==> config.mk <==
export PLATFORM = sky130hd
export DESIGN_NAME = ex_stage
export DESIGN_NICKNAME = d
export VERILOG_FILES = /design/src/design/ex_pkg.sv /design/src/design/ex_alu.sv /design/src/design/ex_ctrl.sv /design/src/design/ex_dotp_mult.sv /design/src/design/ex_spr_file.sv /design/src/design/ex_stage.sv /design/src/design/ex_wb_mux.sv
export VERILOG_INCLUDE_DIRS = /design/src /design/src/design
export SDC_FILE = /design/constraint.sdc
export NUM_CORES = 2
export LEC_CHECK = 0
export BUFFER_PORTS_ARGS = -buffer_cell sky130_fd_sc_hd__buf_2
export CORE_MARGIN = 4
export CORE_UTILIZATION = 40
export CTS_CLUSTER_DIAMETER = 120
export DETAILED_ROUTE_END_ITERATION = 7
export GPL_TIMING_DRIVEN = 1
export MAX_ROUTING_LAYER = met4
export SLEW_MARGIN = 40
export SYNTH_ARGS = -nofsm -noshare
export SYNTH_HDL_FRONTEND = slang
export SYNTH_SLANG_ARGS = --single-unit
==> constraint.sdc <==
create_clock -name clk -period 35.2 [get_ports clk]
set_clock_uncertainty 0.05 [all_clocks]
set_input_delay 1.76 -clock clk [delete_from_list [all_inputs] [get_ports clk]]
set_output_delay 1.76 -clock clk [all_outputs]
set_load 0.02 [all_outputs]
==> src/design/ex_defines.svh <==
// Execute stage constants
// Data and address widths, ALU and multiplier operation codes,
// register counts and forwarding source select codes
`ifndef EX_DEFINES_SVH
`define EX_DEFINES_SVH

`define EX_WORD_W     32
`define EX_RADDR_W    6

`define EX_ALU_OP_W   4
`define EX_ALU_ADD    4'd0
`define EX_ALU_SUB    4'd1
`define EX_ALU_AND    4'd2
`define EX_ALU_OR     4'd3
`define EX_ALU_XOR    4'd4
`define EX_ALU_SLL    4'd5
`define EX_ALU_SRL    4'd6
`define EX_ALU_SLT    4'd7

`define EX_MULT_OP_W  2
`define EX_MULT_MUL   2'd0
`define EX_MULT_DOT8  2'd1
`define EX_MULT_DOT16 2'd2

`define EX_N_WSPR     4  // Weight registers
`define EX_N_ASPR     2  // Activation registers

`define EX_FW_SEL_W   2
`define EX_FW_ALU     2'd0
`define EX_FW_MULT    2'd1
`define EX_FW_CSR     2'd2

`endif

==> src/design/ex_pkg.sv <==
// Execute stage types
// Vector typedefs for data words, register addresses, operation codes,
// special-register load controls and the forwarding select
`include "ex_defines.svh"

package ex_pkg;

  typedef logic [`EX_WORD_W-1:0]    word_t;
  typedef logic [`EX_RADDR_W-1:0]   reg_addr_t;

  typedef logic [`EX_ALU_OP_W-1:0]  alu_op_t;
  typedef logic [`EX_MULT_OP_W-1:0] mult_op_t;

  //////////////////////////////
  // Special register load controls
  //////////////////////////////

  // Bit 0 enable, upper bits index
  typedef logic [$clog2(`EX_N_WSPR):0] wspr_ctl_t;
  typedef logic [$clog2(`EX_N_ASPR):0] aspr_ctl_t;

  // Source of the ALU forwarding port
  typedef logic [`EX_FW_SEL_W-1:0]  fw_sel_t;

endpackage

==> src/design/ex_alu.sv <==
// Integer ALU
// Add, subtract, logic ops, shifts and set-less-than, plus the
// comparison result used as the branch decision
`timescale 1ns/10ps
`include "ex_defines.svh"

module ex_alu (
  input  ex_pkg::alu_op_t operator_i,
  input  ex_pkg::word_t   operand_a_i,
  input  ex_pkg::word_t   operand_b_i,
  output ex_pkg::word_t   result_o,
  output logic            cmp_result_o
);

  logic [4:0] shamt;
  logic       is_equal;
  logic       is_less;  // Signed

  assign shamt    = operand_b_i[4:0];
  assign is_equal = (operand_a_i == operand_b_i);
  assign is_less  = ($signed(operand_a_i) < $signed(operand_b_i));

  //////////////////////////////
  // Result
  //////////////////////////////
  always_comb begin
    case (operator_i)
      `EX_ALU_ADD: result_o = operand_a_i + operand_b_i;
      `EX_ALU_SUB: result_o = operand_a_i - operand_b_i;
      `EX_ALU_AND: result_o = operand_a_i & operand_b_i;
      `EX_ALU_OR:  result_o = operand_a_i | operand_b_i;
      `EX_ALU_XOR: result_o = operand_a_i ^ operand_b_i;
      `EX_ALU_SLL: result_o = operand_a_i << shamt;
      `EX_ALU_SRL: result_o = operand_a_i >> shamt;
      `EX_ALU_SLT: result_o = {{(`EX_WORD_W-1){1'b0}}, is_less};
      default:     result_o = '0;
    endcase
  end

  // Branch decision
  always_comb begin
    if (operator_i == `EX_ALU_SLT) begin
      cmp_result_o = is_less;
    end else begin
      cmp_result_o = is_equal;
    end
  end

endmodule

==> src/design/ex_ctrl.sv <==
// Execute stage controller
// Stall outputs, forwarding source decode, EX/WB pipeline register and
// the special-register write strobes on load writeback
`timescale 1ns/10ps
`include "ex_defines.svh"

module ex_ctrl (
  input  logic                          clk,
  input  logic                          rst_n,
  input  logic                          alu_en_i,
  input  logic                          mult_en_i,
  input  logic                          csr_access_i,
  input  logic                          lsu_en_i,
  input  logic                          dot_spr_operand_i,
  input  logic                          regfile_we_i,
  input  ex_pkg::reg_addr_t             regfile_waddr_i,
  input  ex_pkg::wspr_ctl_t             lsu_tosprw_i,
  input  ex_pkg::aspr_ctl_t             lsu_tospra_i,
  input  logic                          lsu_ready_ex_i,
  input  logic                          lsu_err_i,
  input  logic                          wb_ready_i,
  input  logic                          branch_in_ex_i,
  output ex_pkg::fw_sel_t               fw_sel_o,
  output logic                          lsu_data_sel_o,
  output logic                          mult_capture_o,
  output logic                          wspr_we_o,
  output logic [$clog2(`EX_N_WSPR)-1:0] wspr_idx_o,
  output logic                          aspr_we_o,
  output logic [$clog2(`EX_N_ASPR)-1:0] aspr_idx_o,
  output logic                          regfile_we_wb_o,
  output ex_pkg::reg_addr_t             regfile_waddr_wb_o,
  output logic                          compute_load_o,
  output logic                          ex_ready_o,
  output logic                          ex_valid_o
);

  logic              compute_load;
  logic              load_we;      // Load result goes to the register file
  logic              we_wb_q;
  ex_pkg::reg_addr_t waddr_wb_q;
  ex_pkg::wspr_ctl_t tosprw_wb_q;
  ex_pkg::aspr_ctl_t tospra_wb_q;
  logic              cl_wb_q;      // Compute-load in writeback

  assign compute_load = dot_spr_operand_i & mult_en_i;
  assign load_we      = regfile_we_i & ~lsu_err_i;

  assign ex_valid_o = (alu_en_i | mult_en_i | csr_access_i | lsu_en_i)
                      & lsu_ready_ex_i & wb_ready_i;
  // A branch resolves in EX and needs no writeback slot
  assign ex_ready_o = (lsu_ready_ex_i & wb_ready_i) | branch_in_ex_i;

  //////////////////////////////
  // Forwarding source
  //////////////////////////////
  always_comb begin
    if (compute_load)      fw_sel_o = `EX_FW_ALU;   // Mult result goes to load port
    else if (csr_access_i) fw_sel_o = `EX_FW_CSR;
    else if (mult_en_i)    fw_sel_o = `EX_FW_MULT;
    else                   fw_sel_o = `EX_FW_ALU;
  end

  assign mult_capture_o = compute_load & ex_valid_o;

  //////////////////////////////
  // EX/WB register
  //////////////////////////////
  always_ff @(posedge clk or negedge rst_n) begin
    if (!rst_n) begin
      we_wb_q     <= 1'b0;
      tosprw_wb_q <= '0;
      tospra_wb_q <= '0;
      cl_wb_q     <= 1'b0;
    end else if (ex_valid_o) begin
      we_wb_q     <= load_we;
      tosprw_wb_q <= lsu_tosprw_i;
      tospra_wb_q <= lsu_tospra_i;
      cl_wb_q     <= compute_load;
    end else if (wb_ready_i) begin
      we_wb_q     <= 1'b0;  // Bubble
      cl_wb_q     <= 1'b0;
    end
  end

  always_ff @(posedge clk) begin
    if (ex_valid_o && load_we) begin
      waddr_wb_q <= regfile_waddr_i;
    end
  end

  assign regfile_we_wb_o    = we_wb_q;
  assign regfile_waddr_wb_o = waddr_wb_q;
  assign lsu_data_sel_o     = cl_wb_q;
  assign compute_load_o     = compute_load;

  // Spr loads only on a real writeback
  assign wspr_we_o  = we_wb_q & tosprw_wb_q[0];
  assign wspr_idx_o = tosprw_wb_q[$clog2(`EX_N_WSPR):1];
  assign aspr_we_o  = we_wb_q & tospra_wb_q[0];
  assign aspr_idx_o = tospra_wb_q[$clog2(`EX_N_ASPR):1];

endmodule

==> src/design/ex_dotp_mult.sv <==
// Multiplier and lane dot-product unit
// 32-bit multiply (low word) and signed DOT8 / DOT16 with accumulate
// on op C, all in a single cycle
`timescale 1ns/10ps
`include "ex_defines.svh"

module ex_dotp_mult (
  input  ex_pkg::mult_op_t operator_i,
  input  ex_pkg::word_t    op_a_i,
  input  ex_pkg::word_t    op_b_i,
  input  ex_pkg::word_t    op_c_i,
  input  ex_pkg::word_t    dot_op_a_i,
  input  ex_pkg::word_t    dot_op_b_i,
  output ex_pkg::word_t    result_o
);

  logic signed [15:0] prod8  [4];  // Byte lane products
  logic signed [31:0] prod16 [2];  // Halfword lane products
  ex_pkg::word_t      dot8_sum;
  ex_pkg::word_t      dot16_sum;
  ex_pkg::word_t      mul_lo;

  assign mul_lo = op_a_i * op_b_i;

  //////////////////////////////
  // Lane products
  //////////////////////////////
  always_comb begin
    for (int i = 0; i < 4; i++) begin
      prod8[i] = $signed(dot_op_a_i[8*i +: 8]) * $signed(dot_op_b_i[8*i +: 8]);
    end
    for (int i = 0; i < 2; i++) begin
      prod16[i] = $signed(dot_op_a_i[16*i +: 16]) * $signed(dot_op_b_i[16*i +: 16]);
    end
  end

  // Accumulate on op C
  always_comb begin
    dot8_sum = op_c_i;
    for (int i = 0; i < 4; i++) begin
      dot8_sum = dot8_sum + {{16{prod8[i][15]}}, prod8[i]};
    end
    dot16_sum = op_c_i + prod16[0] + prod16[1];
  end

  always_comb begin
    case (operator_i)
      `EX_MULT_MUL:   result_o = mul_lo;
      `EX_MULT_DOT8:  result_o = dot8_sum;
      `EX_MULT_DOT16: result_o = dot16_sum;
      default:        result_o = '0;
    endcase
  end

endmodule

==> src/design/ex_spr_file.sv <==
// Special-purpose register file for the recurrent extension
// Four weight and two activation registers loaded from memory read data,
// optionally replacing the dot-product operands
`timescale 1ns/10ps
`include "ex_defines.svh"

module ex_spr_file (
  input  logic                          clk,
  input  logic                          rst_n,
  input  logic                          wspr_we_i,
  input  logic [$clog2(`EX_N_WSPR)-1:0] wspr_idx_i,
  input  logic                          aspr_we_i,
  input  logic [$clog2(`EX_N_ASPR)-1:0] aspr_idx_i,
  input  ex_pkg::word_t                 wdata_i,
  input  logic                          spr_sel_i,
  input  logic [$clog2(`EX_N_WSPR)-1:0] wspr_rd_idx_i,
  input  logic [$clog2(`EX_N_ASPR)-1:0] aspr_rd_idx_i,
  input  ex_pkg::word_t                 dot_op_a_i,
  input  ex_pkg::word_t                 dot_op_b_i,
  output ex_pkg::word_t                 dot_op_a_o,
  output ex_pkg::word_t                 dot_op_b_o
);

  ex_pkg::word_t wspr_q [`EX_N_WSPR];
  ex_pkg::word_t aspr_q [`EX_N_ASPR];

  //////////////////////////////
  // Register banks
  //////////////////////////////
  always_ff @(posedge clk or negedge rst_n) begin
    if (!rst_n) begin
      for (int i = 0; i < `EX_N_WSPR; i++) begin
        wspr_q[i] <= '0;
      end
    end else if (wspr_we_i) begin
      wspr_q[wspr_idx_i] <= wdata_i;
    end
  end

  always_ff @(posedge clk or negedge rst_n) begin
    if (!rst_n) begin
      for (int i = 0; i < `EX_N_ASPR; i++) begin
        aspr_q[i] <= '0;
      end
    end else if (aspr_we_i) begin
      aspr_q[aspr_idx_i] <= wdata_i;
    end
  end

  // A takes the activation, B the weight
  assign dot_op_a_o = spr_sel_i ? aspr_q[aspr_rd_idx_i] : dot_op_a_i;
  assign dot_op_b_o = spr_sel_i ? wspr_q[wspr_rd_idx_i] : dot_op_b_i;

endmodule

==> src/design/ex_stage.sv <==
// Execute stage top level
// ALU, multiplier with dot products, special registers for the
// recurrent extension, writeback muxes and stall control
`timescale 1ns/10ps
`include "ex_defines.svh"

module ex_stage (
  input  logic              clk,
  input  logic              rst_n,
  input  ex_pkg::alu_op_t   alu_operator_i,
  input  ex_pkg::word_t     alu_operand_a_i,
  input  ex_pkg::word_t     alu_operand_b_i,
  input  ex_pkg::word_t     alu_operand_c_i,
  input  logic              alu_en_i,
  input  ex_pkg::mult_op_t  mult_operator_i,
  input  ex_pkg::word_t     mult_operand_a_i,
  input  ex_pkg::word_t     mult_operand_b_i,
  input  ex_pkg::word_t     mult_operand_c_i,
  input  ex_pkg::word_t     mult_dot_op_a_i,
  input  ex_pkg::word_t     mult_dot_op_b_i,
  input  logic              mult_en_i,
  input  logic              dot_spr_operand_i,
  input  ex_pkg::wspr_ctl_t lsu_tosprw_i,
  input  ex_pkg::aspr_ctl_t lsu_tospra_i,
  input  logic              csr_access_i,
  input  ex_pkg::word_t     csr_rdata_i,
  input  logic              regfile_alu_we_i,
  input  ex_pkg::reg_addr_t regfile_alu_waddr_i,
  input  logic              regfile_we_i,
  input  ex_pkg::reg_addr_t regfile_waddr_i,
  input  logic              lsu_en_i,
  input  logic              lsu_ready_ex_i,
  input  logic              lsu_err_i,
  input  ex_pkg::word_t     lsu_rdata_i,
  input  logic              branch_in_ex_i,
  input  logic              wb_ready_i,
  output logic              regfile_alu_we_fw_o,
  output ex_pkg::reg_addr_t regfile_alu_waddr_fw_o,
  output ex_pkg::word_t     regfile_alu_wdata_fw_o,
  output logic              regfile_we_wb_o,
  output ex_pkg::reg_addr_t regfile_waddr_wb_o,
  output ex_pkg::word_t     regfile_wdata_wb_o,
  output ex_pkg::word_t     jump_target_o,
  output logic              branch_decision_o,
  output logic              compute_load_o,
  output logic              ex_ready_o,
  output logic              ex_valid_o
);

  ex_pkg::word_t                 alu_result;
  ex_pkg::word_t                 mult_result;
  ex_pkg::word_t                 dot_op_a;  // After spr select
  ex_pkg::word_t                 dot_op_b;
  ex_pkg::fw_sel_t               fw_sel;
  logic                          lsu_data_sel;
  logic                          mult_capture;
  logic                          wspr_we;
  logic [$clog2(`EX_N_WSPR)-1:0] wspr_idx;
  logic                          aspr_we;
  logic [$clog2(`EX_N_ASPR)-1:0] aspr_idx;

  // Straight through to ID and IF
  assign regfile_alu_we_fw_o    = regfile_alu_we_i;
  assign regfile_alu_waddr_fw_o = regfile_alu_waddr_i;
  assign jump_target_o          = alu_operand_c_i;

  ex_ctrl i_ex_ctrl (
    .clk               (clk),
    .rst_n             (rst_n),
    .alu_en_i          (alu_en_i),
    .mult_en_i         (mult_en_i),
    .csr_access_i      (csr_access_i),
    .lsu_en_i          (lsu_en_i),
    .dot_spr_operand_i (dot_spr_operand_i),
    .regfile_we_i      (regfile_we_i),
    .regfile_waddr_i   (regfile_waddr_i),
    .lsu_tosprw_i      (lsu_tosprw_i),
    .lsu_tospra_i      (lsu_tospra_i),
    .lsu_ready_ex_i    (lsu_ready_ex_i),
    .lsu_err_i         (lsu_err_i),
    .wb_ready_i        (wb_ready_i),
    .branch_in_ex_i    (branch_in_ex_i),
    .fw_sel_o          (fw_sel),
    .lsu_data_sel_o    (lsu_data_sel),
    .mult_capture_o    (mult_capture),
    .wspr_we_o         (wspr_we),
    .wspr_idx_o        (wspr_idx),
    .aspr_we_o         (aspr_we),
    .aspr_idx_o        (aspr_idx),
    .regfile_we_wb_o   (regfile_we_wb_o),
    .regfile_waddr_wb_o(regfile_waddr_wb_o),
    .compute_load_o    (compute_load_o),
    .ex_ready_o        (ex_ready_o),
    .ex_valid_o        (ex_valid_o)
  );

  //////////////////////////////
  // Datapath
  //////////////////////////////
  ex_alu i_ex_alu (
    .operator_i  (alu_operator_i),
    .operand_a_i (alu_operand_a_i),
    .operand_b_i (alu_operand_b_i),
    .result_o    (alu_result),
    .cmp_result_o(branch_decision_o)
  );

  // Read indices come from the current instruction
  ex_spr_file i_ex_spr_file (
    .clk          (clk),
    .rst_n        (rst_n),
    .wspr_we_i    (wspr_we),
    .wspr_idx_i   (wspr_idx),
    .aspr_we_i    (aspr_we),
    .aspr_idx_i   (aspr_idx),
    .wdata_i      (lsu_rdata_i),
    .spr_sel_i    (dot_spr_operand_i),
    .wspr_rd_idx_i(lsu_tosprw_i[$clog2(`EX_N_WSPR):1]),
    .aspr_rd_idx_i(lsu_tospra_i[$clog2(`EX_N_ASPR):1]),
    .dot_op_a_i   (mult_dot_op_a_i),
    .dot_op_b_i   (mult_dot_op_b_i),
    .dot_op_a_o   (dot_op_a),
    .dot_op_b_o   (dot_op_b)
  );

  ex_dotp_mult i_ex_dotp_mult (
    .operator_i(mult_operator_i),
    .op_a_i    (mult_operand_a_i),
    .op_b_i    (mult_operand_b_i),
    .op_c_i    (mult_operand_c_i),
    .dot_op_a_i(dot_op_a),
    .dot_op_b_i(dot_op_b),
    .result_o  (mult_result)
  );

  ex_wb_mux i_ex_wb_mux (
    .clk           (clk),
    .rst_n         (rst_n),
    .fw_sel_i      (fw_sel),
    .alu_result_i  (alu_result),
    .mult_result_i (mult_result),
    .csr_rdata_i   (csr_rdata_i),
    .mult_capture_i(mult_capture),
    .lsu_data_sel_i(lsu_data_sel),
    .lsu_rdata_i   (lsu_rdata_i),
    .fw_wdata_o    (regfile_alu_wdata_fw_o),
    .wb_wdata_o    (regfile_wdata_wb_o)
  );

endmodule

==> src/design/ex_wb_mux.sv <==
// Writeback data muxes
// Forwarding port data select and load port data, which carries the
// delayed multiplier result after a compute-load
`timescale 1ns/10ps
`include "ex_defines.svh"

module ex_wb_mux (
  input  logic            clk,
  input  logic            rst_n,
  input  ex_pkg::fw_sel_t fw_sel_i,
  input  ex_pkg::word_t   alu_result_i,
  input  ex_pkg::word_t   mult_result_i,
  input  ex_pkg::word_t   csr_rdata_i,
  input  logic            mult_capture_i,
  input  logic            lsu_data_sel_i,
  input  ex_pkg::word_t   lsu_rdata_i,
  output ex_pkg::word_t   fw_wdata_o,
  output ex_pkg::word_t   wb_wdata_o
);

  ex_pkg::word_t mult_result_q;

  //////////////////////////////
  // Forwarding port
  //////////////////////////////
  always_comb begin
    case (fw_sel_i)
      `EX_FW_MULT: fw_wdata_o = mult_result_i;
      `EX_FW_CSR:  fw_wdata_o = csr_rdata_i;
      default:     fw_wdata_o = alu_result_i;
    endcase
  end

  // Delayed dot product for the load port
  always_ff @(posedge clk or negedge rst_n) begin
    if (!rst_n) begin
      mult_result_q <= '0;
    end else if (mult_capture_i) begin
      mult_result_q <= mult_result_i;
    end
  end

  assign wb_wdata_o = lsu_data_sel_i ? mult_result_q : lsu_rdata_i;

endmodule

==> summary.md <==
| Metric | Value |
|---|---|
| Clk_lat worst skew | 0.62 ns |
| Area contributors post-synth | fa_1 (39%), inv_1 (9.7%), ha_1 (9.3%) |
| Detailed Routing Iterations Pass 1 | 6 |
| Post-CTS sizing | 0 |
| Min-delay src | i_ex_ctrl.lsu_data_sel_o |
| DR iter-0 viols | 4141 |
| Reg-to-reg startpoint | i_ex_spr_file.wspr_q[63] |
| Setup TNS after final layout | 0 ns |
| EDFF count, synth | 6 |
| R2r worst-path depth | 35 |
| Syn nets | 9662 |
| Distinct cells, synth | 84 |
| Share of cells above drive strength 1 | 12.27% |
| Hold Fails Final Rpt | 0 |
| Number of global-route vias before repair | 56826 |
| Max stage delay on crit path | 0.71 ns |
| Critical path type | input pin to output pin |
| Worst-path clk slew | 0.06 ns |
| TritonCTS Sinks | 237 |
| Post-Syn Instances | 7488 |
| HPWL Detailed | 219.7 mm |
| Syn avg cell area | 9.009 sq um |
| Final setup vio count | 0 |
| RSZ-0062 raised after global routing | no |
| Antenna viol nets, final | 0 |
| Sequential share of the synthesized area | 8.836% |
| Htree depth | 1 |
| Die area | 175300 sq um |
| Area growth from synthesis to layout | 8.034% |
| First-pass GRT wire length | 379.9 mm |
| Post-CTS setup buffer count | 0 |
| Final nets | 9849 |
| Worst Hold End | i_ex_ctrl.lsu_data_sel_o |
| Worst Hold Class | flop to flop |
| Relative slew margins | 36.94% |
| Synth area leader | fa_1 |
| Final GP Congestion | 1.007 |
| Post-route clock period utilization | 43.80% |
| Max Freq | 0.06486 GHz |
| Starting Density | 40.30% |
| Main flop type after synthesis | dfrtp_1 |
| Placeable Area | 167400 sq um |
| Startpoint types | input pin |
| Async set-reset flop share out of synthesis | 97.47% |
| CTS tree | built |
| Root buf cell | clkbuf_16 |
| Post-route minimum period | 15.42 ns |
| Required @ worst endpoint | 33.39 ns |
| DRC | 0 |
| Slowest library cell on the worst path | o32ai_1 |
| CP max FO | 33 |
| CTS max path bufs | 3 |
| Hold_ws | 0.4262 ns |
| Hold path depth | 1 |
| Mean number of vias per cell | 5.412 |
| Die W | 418.7 um |
| Measured slew at the worst slew-check pin | 0.9459 ns |
| Cell Rows | 150 |
| Hold Buf Count CTS | 0 |
| Routed vias | 53650 |
| DRT Wirelength | 257.4 mm |
| Largest net degree at the start of global routing | 95 |
| Grt ovf | 0 |
| Post-synthesis instance area | 67460 sq um |
| Number of fill cells | 16755 |
| Gr usage total | 30.38% |
| CP endpoint kind | output pin |
| RR Endpoint | i_ex_wb_mux.mult_result_q[23] |
| WL/cell | 25.97 um |
| Die Height | 418.7 um |
| I/O pins | 470 |
| Outcome | finished clean |
| CP arrival | 13.61 ns |
| Max cap viols | 0 |
| Slew Limit Fails | 0 |
| Synth top area share | 39.05% |
| Initial antenna violation count | 19 |
| Internal reg-to-reg setup slack | 23.67 ns |
| Seq cells post-synth | 237 |
| Number of port buffers | 391 |
| Total number of yosys warnings | 0 |
| CTS Buf Count | 30 |
[cells by family (layout without fill, tap and decap cells)]
logic type	Yosys count	after routing	share of synthesized area, %
compound gates	938	938	8.973
simple gates	1709	1709	10.81
buf+inv	2082	2289	11.88
flops	237	237	8.836
mux	453	453	7.864
xor+xnor	251	251	3.279
other cells	0	14	0
fa+ha+maj	1818	1818	48.36
[worst max-delay path: cells and delay by family]
kind / cells / cell delay (ns)
XOR/XNOR: 2 / 0.45
AND/OR/NAND/NOR: 5 / 0.86
multiplexers: 2 / 1.15
buffers and inverters: 11 / 2.22
adder cells (fa/ha/maj): 9 / 4.39
AO/OA/AOI/OAI: 9 / 2.70
[final cells by class]
type                       count  area [sq um]  area share [%]
tap                         2204          2758           3.784
timing repair buffer         490          2788           3.825
clock inverter                11         125.1          0.1717
antenna                       14         35.03         0.04807
multi-input combinational   5169         53800           73.81
clock buffer                  41         863.3           1.185
sequential                   237          5961           8.179
inverter                    1747          6558           8.997
[cells in the mapped netlist (all sizes together), types with 10 or more instances]
| cell | instances |
|---|---|
| inv | 1743 |
| fa | 1316 |
| nand2 | 892 |
| ha | 502 |
| nor2 | 454 |
| mux2 | 276 |
| clkbuf | 257 |
| a21oi | 248 |
| dfrtp | 231 |
| o21ai | 210 |
| xnor2 | 198 |
| mux2i | 143 |
| and2 | 137 |
| a21o | 83 |
| buf | 77 |
| xor2 | 52 |
| o22ai | 46 |
| a211oi | 43 |
| nand2b | 42 |
| nor3 | 40 |
| o21a | 38 |
| mux4 | 34 |
| o21bai | 33 |
| a221oi | 32 |
| a22oi | 29 |
| nand3 | 28 |
| o211ai | 24 |
| a31oi | 21 |
| nor2b | 20 |
| o31ai | 20 |
| or3 | 18 |
| and3 | 17 |
| or2 | 16 |
| a211o | 13 |
| a221o | 12 |
| o2111ai | 12 |
| nor4 | 11 |
| a41oi | 10 |
| o221ai | 10 |
[registers in the layout, indices dropped and copies added (netlist names)]
register                      cells
i_ex_ctrl.lsu_data_sel_o          1
i_ex_ctrl.regfile_waddr_wb_o      6
i_ex_ctrl.regfile_we_wb_o         1
i_ex_ctrl.tospra_wb_q             2
i_ex_ctrl.tosprw_wb_q             3
i_ex_spr_file.aspr_q             64
i_ex_spr_file.wspr_q            128
i_ex_wb_mux.mult_result_q        32
[worst max path at each step]
stage / start / to / cells past startpoint
2_1_floorplan: lsu_tosprw_i[1] / regfile_alu_wdata_fw_o[23] / 33
3_3_place_gp: lsu_tosprw_i[1] / regfile_alu_wdata_fw_o[23] / 38
3_5_place_dp: lsu_tosprw_i[1] / regfile_alu_wdata_fw_o[23] / 38
4_1_cts: lsu_tosprw_i[1] / regfile_alu_wdata_fw_o[23] / 38
5_1_grt: lsu_tosprw_i[1] / regfile_alu_wdata_fw_o[29] / 38
6_report: lsu_tosprw_i[1] / regfile_alu_wdata_fw_o[23] / 38
[through the flow]
stage | std cells | util, % | setup WS (ns) | area [sq um]
floorplan | 7488 | - | 21.66 | 67460
global placement | 9842 | 42.72 | 19.49 | 71520
detailed placement | 9843 | 42.85 | 19.68 | 71740
CTS | 9895 | 43.44 | 19.64 | 72720
global route | 9910 | 43.53 | 19.20 | 72870
finish | 9913 | 43.54 | 19.78 | 72880
[layout by cell type (no fill, tap or decap), types with 14 or more instances in the layout]
cell type / Yosys / final
o22ai_1: 46 / 42
a21o_1: 79 / 79
clkbuf_16: 0 / 31
o31ai_1: 19 / 19
inv_1: 1741 / 1738
diode_2: 0 / 14
a31oi_1: 21 / 21
nor2_1: 453 / 452
dfrtp_1: 231 / 231
nand2b_1: 42 / 41
nor3_1: 40 / 35
and2_1: 137 / 137
a21oi_1: 248 / 236
nand3_1: 28 / 26
o21bai_1: 33 / 33
o211ai_1: 24 / 24
nor2b_1: 20 / 19
ha_1: 502 / 502
mux4_2: 34 / 34
mux2_2: 276 / 276
nand2_1: 892 / 891
or3_1: 18 / 18
buf_4: 40 / 93
mux2i_1: 143 / 135
xnor2_1: 198 / 183
and3_1: 17 / 17
fa_1: 1316 / 1315
buf_2: 1 / 388
a211oi_1: 43 / 40
o21ai_0: 209 / 205
xnor2_2: 0 / 15
or2_2: 16 / 16
xor2_1: 52 / 52
a22oi_1: 29 / 29
a221oi_1: 32 / 32
o21a_1: 38 / 38
[metal layers]
layer	routed length [um]	vias up	track usage [%]
li1	-	23439	-
met1	106800	27948	39.44
met2	120900	1897	48.12
met3	17580	366	4.628
met4	12200	0	11.72
met5	0	-	-
Power is left out: the tool's default activity adds up to more than one toggle a clock period on the data nets, which glitch-free logic cannot reach.
